$ cat config.mk
export PLATFORM = sky130hd
export DESIGN_NAME = alu_top
export DESIGN_NICKNAME = d
export VERILOG_FILES = /design/src/hw/alu_pkg.sv /design/src/hw/alu_shift.sv /design/src/hw/alu_mul_top.sv /design/src/hw/alu_div_top.sv /design/src/hw/alu_top.sv
export SDC_FILE = /design/constraint.sdc
export NUM_CORES = 1
export LEC_CHECK = 0
export BUFFER_PORTS_ARGS = -buffer_cell sky130_fd_sc_hd__buf_4
export CORE_MARGIN = 10
export CORE_UTILIZATION = 40
export CTS_BUF_LIST = sky130_fd_sc_hd__clkbuf_4
export CTS_CLUSTER_DIAMETER = 50
export DETAILED_ROUTE_END_ITERATION = 10
export SLEW_MARGIN = 10
export SYNTH_ARGS = -nofsm -noshare
export SYNTH_HDL_FRONTEND = slang
export SYNTH_SLANG_ARGS = --single-unit
$ cat constraint.sdc
create_clock -name clk -period 14.7 [get_ports clk]
set_input_delay 0.735 -clock clk [delete_from_list [all_inputs] [get_ports clk]]
set_output_delay 0.735 -clock clk [all_outputs]
set_load 0.02 [all_outputs]
$ cat src/hw/alu_pkg.sv
package alu_pkg;

  localparam int XLEN       = 32;
  localparam int SHAMT_W    = 5;
  localparam int ALUOP_W    = 5;
  localparam int ITER_CNT_W = $clog2(XLEN);

  // last busy cycle of the mul/div loops
  localparam logic [ITER_CNT_W-1:0] ITER_LAST = ITER_CNT_W'(XLEN - 1);

  // shifter select codes
  localparam logic [1:0] SHIFT_SLL = 2'd0;
  localparam logic [1:0] SHIFT_SRL = 2'd1;
  localparam logic [1:0] SHIFT_SRA = 2'd2;

  typedef enum logic [ALUOP_W-1:0] {
    OP_ADD,    // sum
    OP_SUB,    // difference
    OP_AND,    // conjunction
    OP_OR,     // disjunction
    OP_XOR,    // parity
    OP_SLL,    // shl
    OP_SRL,    // lshr
    OP_SRA,    // ashr
    OP_SLT,    // less
    OP_SLTU,   // below
    OP_BEQ,    // equal
    OP_BNE,    // unequal
    OP_BLT,    // less
    OP_BGE,    // notless
    OP_BLTU,   // below
    OP_BGEU,   // notbelow
    OP_MUL,    // product
    OP_MULH,   // high
    OP_MULHSU, // mixed
    OP_MULHU,  // unsignedhigh
    OP_DIV,    // quotient
    OP_DIVU,   // uquotient
    OP_REM,    // remainder
    OP_REMU    // uremainder
  } alu_op_e;

  typedef enum logic [1:0] {ST_IDLE, ST_BUSY, ST_DONE} iter_state_e;

endpackage

$ cat src/hw/alu_shift.sv
`timescale 1ns/100ps

module alu_shift (
  input  logic [1:0]                  shift_op_i,
  input  logic [alu_pkg::XLEN-1:0]    shift_num_i,
  input  logic [alu_pkg::SHAMT_W-1:0] shift_count_i,
  output logic [alu_pkg::XLEN-1:0]    shift_out_o
);
  import alu_pkg::*;

  logic            is_left;
  logic            fill;
  logic [XLEN-1:0] num_rev;
  logic [XLEN-1:0] res_rev;
  logic [XLEN-1:0] stage [SHAMT_W+1];

  assign is_left = (shift_op_i == SHIFT_SLL);
  assign fill    = (shift_op_i == SHIFT_SRA) & shift_num_i[XLEN-1]; // sign fill only for sra

  // left shift by reversing, shifting right and reversing back
  always_comb begin
    for (int i = 0; i < XLEN; i++) begin
      num_rev[i] = shift_num_i[XLEN-1-i];
    end
  end

  always_comb begin
    for (int i = 0; i < XLEN; i++) begin
      res_rev[i] = stage[SHAMT_W][XLEN-1-i];
    end
  end

  assign stage[0] = is_left ? num_rev : shift_num_i;

  for (genvar i = 0; i < SHAMT_W; i++) begin : g_stage
    assign stage[i+1] = shift_count_i[i] ?
                        {{(1 << i){fill}}, stage[i][XLEN-1:(1 << i)]} : stage[i];
  end

  assign shift_out_o = is_left ? res_rev : stage[SHAMT_W];

endmodule

$ cat src/hw/alu_mul_top.sv
`timescale 1ns/100ps

module alu_mul_top (
  input  logic                       clk,
  input  logic                       rst_i,
  input  logic                       rs1_signed_i,
  input  logic                       rs2_signed_i,
  input  logic [alu_pkg::XLEN-1:0]   rs1_data_i,
  input  logic [alu_pkg::XLEN-1:0]   rs2_data_i,
  input  logic                       mul_valid_i,
  output logic                       mul_ready_o,
  output logic [2*alu_pkg::XLEN-1:0] mul_out_o
);
  import alu_pkg::*;

  iter_state_e           state_q;
  logic [ITER_CNT_W-1:0] cnt_q;
  logic [XLEN-1:0]       mcand_q;  // |rs1|
  logic [2*XLEN-1:0]     prod_q;   // {partial sum, multiplier}
  logic                  neg_q;

  logic            start;
  logic            a_neg, b_neg;
  logic [XLEN-1:0] a_mag, b_mag;
  logic [XLEN:0]   partial;

  assign start = (state_q == ST_IDLE) & mul_valid_i;
  assign a_neg = rs1_signed_i & rs1_data_i[XLEN-1];
  assign b_neg = rs2_signed_i & rs2_data_i[XLEN-1];
  assign a_mag = a_neg ? -rs1_data_i : rs1_data_i;
  assign b_mag = b_neg ? -rs2_data_i : rs2_data_i;

  // add multiplicand into upper half when multiplier lsb set
  assign partial = prod_q[0] ? {1'b0, prod_q[2*XLEN-1:XLEN]} + {1'b0, mcand_q}
                             : {1'b0, prod_q[2*XLEN-1:XLEN]};

  always_ff @(posedge clk) begin
    if (rst_i) begin
      state_q <= ST_IDLE;
      cnt_q   <= '0;
    end else begin
      case (state_q)
        ST_IDLE: begin
          cnt_q <= '0;
          if (mul_valid_i) state_q <= ST_BUSY;
        end
        ST_BUSY: begin
          cnt_q <= cnt_q + 1'b1;
          if (cnt_q == ITER_LAST) state_q <= ST_DONE;
        end
        ST_DONE: state_q <= ST_IDLE; // one ready cycle
        default: state_q <= ST_IDLE;
      endcase
    end
  end

  always_ff @(posedge clk) begin
    if (start) begin
      mcand_q <= a_mag;
      prod_q  <= {{XLEN{1'b0}}, b_mag};
      neg_q   <= a_neg ^ b_neg;
    end else if (state_q == ST_BUSY) begin
      prod_q <= {partial, prod_q[XLEN-1:1]}; // shift right with carry
    end
  end

  assign mul_ready_o = (state_q == ST_DONE);
  assign mul_out_o   = neg_q ? -prod_q : prod_q; // restore product sign

endmodule

$ cat src/hw/alu_div_top.sv
`timescale 1ns/100ps

module alu_div_top (
  input  logic                     clk,
  input  logic                     rst_i,
  input  logic                     signed_i,
  input  logic [alu_pkg::XLEN-1:0] sr1_data_i,
  input  logic [alu_pkg::XLEN-1:0] sr2_data_i,
  input  logic                     div_valid_i,
  output logic                     div_ready_o,
  output logic [alu_pkg::XLEN-1:0] div_out_o,
  output logic [alu_pkg::XLEN-1:0] rem_out_o
);
  import alu_pkg::*;

  iter_state_e           state_q;
  logic [ITER_CNT_W-1:0] cnt_q;
  logic [XLEN-1:0]       divisor_q;  // |divisor|
  logic [XLEN-1:0]       quo_q;      // dividend bits shift out, quotient bits shift in
  logic [XLEN-1:0]       rem_q;
  logic                  quo_neg_q;
  logic                  rem_neg_q;
  logic                  div_zero_q;

  logic            start;
  logic            a_neg, b_neg;
  logic [XLEN-1:0] a_mag, b_mag;
  logic [XLEN:0]   rem_shift;
  logic [XLEN:0]   trial;

  assign start = (state_q == ST_IDLE) & div_valid_i;
  assign a_neg = signed_i & sr1_data_i[XLEN-1];
  assign b_neg = signed_i & sr2_data_i[XLEN-1];
  assign a_mag = a_neg ? -sr1_data_i : sr1_data_i;
  assign b_mag = b_neg ? -sr2_data_i : sr2_data_i;

  // bring down next dividend bit and try the subtraction
  assign rem_shift = {rem_q, quo_q[XLEN-1]};
  assign trial     = rem_shift - {1'b0, divisor_q};

  always_ff @(posedge clk) begin
    if (rst_i) begin
      state_q <= ST_IDLE;
      cnt_q   <= '0;
    end else begin
      case (state_q)
        ST_IDLE: begin
          cnt_q <= '0;
          if (div_valid_i) state_q <= ST_BUSY;
        end
        ST_BUSY: begin
          cnt_q <= cnt_q + 1'b1;
          if (cnt_q == ITER_LAST) state_q <= ST_DONE;
        end
        ST_DONE: state_q <= ST_IDLE;
        default: state_q <= ST_IDLE;
      endcase
    end
  end

  always_ff @(posedge clk) begin
    if (start) begin
      divisor_q  <= b_mag;
      quo_q      <= a_mag;
      rem_q      <= '0;
      quo_neg_q  <= a_neg ^ b_neg;
      rem_neg_q  <= a_neg;               // remainder follows dividend
      div_zero_q <= (sr2_data_i == '0);
    end else if (state_q == ST_BUSY) begin
      if (!trial[XLEN]) begin
        rem_q <= trial[XLEN-1:0];        // subtraction fits
        quo_q <= {quo_q[XLEN-2:0], 1'b1};
      end else begin
        rem_q <= rem_shift[XLEN-1:0];    // restore
        quo_q <= {quo_q[XLEN-2:0], 1'b0};
      end
    end
  end

  assign div_ready_o = (state_q == ST_DONE);

  // a zero divisor forces the quotient to all ones
  // the loop then leaves |dividend| in rem_q and the sign fix restores the dividend
  assign div_out_o = div_zero_q ? '1 : (quo_neg_q ? -quo_q : quo_q);
  assign rem_out_o = rem_neg_q ? -rem_q : rem_q;

  // most negative / -1 runs as |a| / 1 with positive sign and returns a

endmodule

$ cat src/hw/alu_top.sv
`timescale 1ns/100ps

module alu_top (
  input  logic                     clk,
  input  logic                     rst_i,
  input  logic [alu_pkg::XLEN-1:0] alu_a_i,
  input  logic [alu_pkg::XLEN-1:0] alu_b_i,
  input  alu_pkg::alu_op_e         alu_op_i,
  output logic [alu_pkg::XLEN-1:0] alu_out_o,
  output logic                     compare_out_o,
  output logic                     alu_stall_req_o
);
  import alu_pkg::*;

  logic is_addsub, is_shift, is_cmp, is_mul, is_mulhi, is_div, is_rem;
  logic is_sub;

  assign is_addsub = alu_op_i inside {OP_ADD, OP_SUB};
  assign is_shift  = alu_op_i inside {OP_SLL, OP_SRL, OP_SRA};
  assign is_cmp    = alu_op_i inside {OP_SLT, OP_SLTU, OP_BEQ, OP_BNE,
                                      OP_BLT, OP_BGE, OP_BLTU, OP_BGEU};
  assign is_mul    = alu_op_i inside {OP_MUL, OP_MULH, OP_MULHSU, OP_MULHU};
  assign is_mulhi  = alu_op_i inside {OP_MULH, OP_MULHSU, OP_MULHU};
  assign is_div    = alu_op_i inside {OP_DIV, OP_DIVU};
  assign is_rem    = alu_op_i inside {OP_REM, OP_REMU};
  assign is_sub    = (alu_op_i == OP_SUB) | is_cmp; // compares subtract too

  // shared 33-bit adder for a + b or a + ~b + 1
  logic [XLEN:0] add_a, add_b, add_sum;
  logic          flag_z, flag_of, flag_sf, flag_cf;
  logic          lt_s, lt_u, cmp_res;

  assign add_a   = {alu_a_i[XLEN-1], alu_a_i};
  assign add_b   = {alu_b_i[XLEN-1], alu_b_i} ^ {(XLEN+1){is_sub}};
  assign add_sum = add_a + add_b + {{XLEN{1'b0}}, is_sub};

  assign flag_z  = (add_sum == '0);
  assign flag_of = add_sum[XLEN] ^ add_sum[XLEN-1];
  assign flag_sf = add_sum[XLEN-1];
  assign flag_cf = is_sub ^ (add_a[XLEN] ^ add_b[XLEN] ^ add_sum[XLEN]); // borrow on sub
  assign lt_s    = flag_sf ^ flag_of;
  assign lt_u    = flag_cf;

  assign cmp_res = ((alu_op_i inside {OP_SLT, OP_BLT}) & lt_s) |
                   ((alu_op_i inside {OP_SLTU, OP_BLTU}) & lt_u) |
                   ((alu_op_i == OP_BGE) & ~lt_s) |
                   ((alu_op_i == OP_BGEU) & ~lt_u) |
                   ((alu_op_i == OP_BEQ) & flag_z) |
                   ((alu_op_i == OP_BNE) & ~flag_z);

  logic [1:0]      shift_op;
  logic [XLEN-1:0] shift_res;

  assign shift_op = (alu_op_i == OP_SRA) ? SHIFT_SRA :
                    (alu_op_i == OP_SRL) ? SHIFT_SRL : SHIFT_SLL;

  alu_shift u_alu_shift (
    .shift_op_i   (shift_op),
    .shift_num_i  (alu_a_i),
    .shift_count_i(alu_b_i[SHAMT_W-1:0]),  // low five bits only
    .shift_out_o  (shift_res)
  );

  // request to the iterative units held while the op waits for ready
  logic              mul_ready, mul_stall;
  logic [2*XLEN-1:0] mul_res;
  logic              div_ready, div_stall;
  logic [XLEN-1:0]   div_res, rem_res;

  assign mul_stall = is_mul & ~mul_ready;
  assign div_stall = (is_div | is_rem) & ~div_ready;

  alu_mul_top u_alu_mul_top (
    .clk         (clk),
    .rst_i       (rst_i),
    .rs1_signed_i(alu_op_i inside {OP_MUL, OP_MULH, OP_MULHSU}),
    .rs2_signed_i(alu_op_i inside {OP_MUL, OP_MULH}),
    .rs1_data_i  (alu_a_i),
    .rs2_data_i  (alu_b_i),
    .mul_valid_i (mul_stall),
    .mul_ready_o (mul_ready),
    .mul_out_o   (mul_res)
  );

  alu_div_top u_alu_div_top (
    .clk        (clk),
    .rst_i      (rst_i),
    .signed_i   (alu_op_i inside {OP_DIV, OP_REM}),
    .sr1_data_i (alu_a_i),
    .sr2_data_i (alu_b_i),
    .div_valid_i(div_stall),
    .div_ready_o(div_ready),
    .div_out_o  (div_res),
    .rem_out_o  (rem_res)
  );

  logic [XLEN-1:0] alu_res;

  assign alu_res = ({XLEN{is_addsub}} & add_sum[XLEN-1:0]) |
                   ({XLEN{alu_op_i == OP_AND}} & (alu_a_i & alu_b_i)) |
                   ({XLEN{alu_op_i == OP_OR}} & (alu_a_i | alu_b_i)) |
                   ({XLEN{alu_op_i == OP_XOR}} & (alu_a_i ^ alu_b_i)) |
                   ({XLEN{is_shift}} & shift_res) |
                   ({XLEN{alu_op_i == OP_MUL}} & mul_res[XLEN-1:0]) |
                   ({XLEN{is_mulhi}} & mul_res[2*XLEN-1:XLEN]) |
                   ({XLEN{is_div}} & div_res) |
                   ({XLEN{is_rem}} & rem_res);

  assign alu_out_o       = is_cmp ? {{(XLEN-1){1'b0}}, cmp_res} : alu_res;
  assign compare_out_o   = cmp_res;   // zero for non-compare ops
  assign alu_stall_req_o = mul_stall | div_stall;

endmodule

==> metrics.cfg <==
[route]
drc_errors = 0
initialDrtViolationCount = 2746
via_per_inst = 6.28
wl_per_cell_um = 27.4
drtPass1Iterations = 10
vias = 23800
detail-route-antenna-nets = 0
wirelength_mm = 104

[outcome]
outcome = complete, no violations

[timing]
period_share = 0.484
holdWs_ns = 0.257
rsz0062_at_grt = false
worst_pin_slew_ns = 1.17
fin_tns_setup_ns = 0
fmax_mhz = 141
fin_crit_ns = 7.11
finClkSkew_ns = 0.0585
drv_slew = 0
setup_viol = 0
hold_viol = 0
slew_headroom = 0.219

[power]
peakVddDrop_mv = 0.169
p_per_area_mw_per_mm2 = 123
p_leak_nw = 10.4

[synth]
synth.area.top_cells = edfxtp_1, xnor2_1, ha_1
synthFlopType = edfxtp_1
ys_warn_count = 0
syn_area_mm2 = 0.0233
post_synth.cell_area_avg_um2 = 7.93
yosysTopAreaCell = edfxtp_1
syn_nets = 3182
yosysSeqAreaShare = 0.237
synth_cell_types = 89
synth-edff-count = 132
syn_inst = 2938
synthArstFlopShare = 0
ys_ff_latch = 210
netlist.area_leader.share = 0.170

[worst_setup_path]
crit_fanout = 33
rr_endpoint = u_alu_div_top.rem_q[0]$_SDFFE_PP0P_
cp_cell_sequence = buf_4, or3b_4, or2b_1, nand2_2, buf_4, xnor2_1, ha_1, o21ai_1, a21oi_1, a211oi_1, and3_1, o32ai_1, a2111oi_4, nand4_1, or4_4, o211a_1, a311o_1, a32oi_1, buf_4
cp.arrival_ns = 6.38
crit_path_end_kind = primary output
r2r_cells = 15
critical_path.slowest_cell = a211oi_1
crit_required_ns = 13.97
reg2reg_setup_slack_ns = 10.06
max_stage_delay_ns = 0.61
worst-setup-path-type = in -> out
crit_top_cell = buf_4
r2r-start = u_alu_div_top.quo_q[31]$_DFFE_PP_
start_kind = input pin

[global_route]
grt-ovfl-total = 0
grt_usage = 0.295
grt_pass1_wl_mm = 150
grt_start_max_net_pins = 76
grt_pass1_vias = 22800
antenna_found_initial = 8

[placement]
place_inst = 3673
io_buffer_count = 104
gp_congestion = 1.07
place_hpwl_mm = 79.2

[worst_hold_path]
hp-class = in -> reg
min_from = rst_i
holdPathStages = 2
min_to = u_alu_div_top.cnt_q[4]$_SDFFE_PP0P_

[clock_network]
clock-root-buffer = clkbuf_4
insertion_delay_ns = 0.79
cts_tree = yes
cts.sinks = 210
cts_setup_buffers = 0
cts_inserted_buffers = 59
clk_pin_slew_ns = 0.07
htree_levels = 2
cts_hold_buf = 0
cts.path.max_buffers = 3
ctsResizeCount = 0

[final_layout]
fin_cells = 3785
area_growth_pct = 9.48
n_fill_cell = 5862
fin_nets = 3213
drive_gt1_frac = 0.0997

[floorplanning]
core_area_mm2 = 0.0577
io_pins = 105
initial_core_util = 0.404
die-area_mm2 = 0.0683
rows = 88
die_w_um = 261
fp.dieH_um = 261

[job]
max_cap_viol_count = 0

state kept, by name, summed over array words and instances (netlist names):
register,count
u_alu_mul_top.prod_q,64
u_alu_div_top.divisor_q,32
u_alu_div_top.quo_q,32
u_alu_div_top.rem_q,32
u_alu_mul_top.mcand_q,32
u_alu_div_top.cnt_q,5
u_alu_mul_top.cnt_q,5
u_alu_div_top.state_q,2
u_alu_mul_top.state_q,2
u_alu_div_top.div_zero_q,1
u_alu_div_top.quo_neg_q,1
u_alu_div_top.rem_neg_q,1
u_alu_mul_top.neg_q,1
stage by stage:
step                      power (mW)  area, um^2  setup WS, ns  utilization
after detailed placement        2.52       24700          7.71        0.429
after floorplan                 1.97       23300          8.41            -
after global routing            3.32       25500          7.41        0.442
after global placement          2.50       24700          7.75        0.429
final                           3.13       25500          7.59        0.442
after CTS                       3.11       25500          7.71        0.442
layout make-up:
cell class / instances / area (um^2) / area share
Tap cell: 765 / 957 / 0.0375
Inverter: 149 / 559 / 0.0219
Timing Repair Buffer: 139 / 1040 / 0.0409
Clock buffer: 95 / 713 / 0.0280
Multi-Input combinational cell: 2410 / 16600 / 0.652
Clock inverter: 16 / 65.1 / 0.00255
Sequential cell: 210 / 5530 / 0.217
Antenna cell: 1 / 2.50 / 0.0000981
worst max-delay path, delay by kind of cell:
family | cells | cell delay, ns
xor gates and xnor gates | 1 | 0.17
adders and majority gates | 1 | 0.36
AOI/OAI and AO/OA | 8 | 2.28
and+or+nand+nor | 6 | 1.89
buffers and inverters | 3 | 0.90
cell usage in the layout (no fill, tap or decap), drive strengths merged, types with 11 or more instances in the layout:
master	synthesis	routed
mux2i	138	138
nand2	315	315
buf	24	139
and3	26	26
dfxtp	78	78
clkbuf	145	95
o41ai	24	24
or3	24	24
nor3	63	63
clkinv	2	18
o221ai	11	11
a222oi	20	20
a31oi	21	21
a21o	50	50
a211oi	39	39
o21ai	278	278
inv	147	146
nand3	62	62
and2	16	16
a221oi	13	13
xor2	67	67
edfxtp	132	132
o21a	22	22
nand2b	23	23
nor2	201	201
a22oi	22	22
or4	32	32
a21oi	205	205
nor2b	20	20
xnor2	271	271
o211ai	37	37
ha	170	170
o31ai	49	49
nand4	23	23
nor4	14	14
or2	16	16
worst max path at each step:
stage | startpoint | end | slack [ns] | cells past startpoint
final | alu_op_i[0] | alu_out_o[0] | 7.59 | 19
after global routing | alu_op_i[0] | alu_out_o[0] | 7.41 | 19
after CTS | alu_op_i[0] | alu_out_o[0] | 7.71 | 18
after detailed placement | alu_op_i[0] | alu_out_o[0] | 7.71 | 18
after global placement | alu_op_i[0] | alu_out_o[0] | 7.75 | 19
after floorplan | alu_op_i[1] | alu_out_o[0] | 8.41 | 19
routing by layer:
metal / vias up / share of wire / global-route usage
li1: 10900 / - / -
met1: 11400 / 0.41 / 0.365
met2: 1210 / 0.44 / 0.467
met3: 286 / 0.085 / 0.0592
met4: 10 / 0.067 / 0.179
met5: - / 0.00066 / 0
cells in the mapped netlist, drive strengths merged (62+ instances only):
cell type,n
nor2,201
clkbuf,145
nor3,63
o21ai,278
nand3,62
inv,147
nand2,315
xor2,67
edfxtp,132
mux2i,138
dfxtp,78
xnor2,271
a21oi,205
ha,170
report_power, final:
group,internal (mW),switching (mW)
combinational,0.619,1.05
sequential,0.723,0.168
clock,0.291,0.284
total,1.63,1.50
cells by family (layout without fill, tap and decap cells):
family                     Yosys count  after routing  share of synthesized area
muxes                              154            154                     0.0718
other                                0              1                          0
AOI/OAI and AO/OA                  881            881                      0.243
adders and majority gates          173            173                     0.0939
DFF                                210            210                      0.237
xor gates and xnor gates           338            338                      0.127
buffers and inverters              318            399                     0.0516
and+or+nand+nor                    864            864                      0.176
Note: power is estimated with default switching activity, not from simulation.
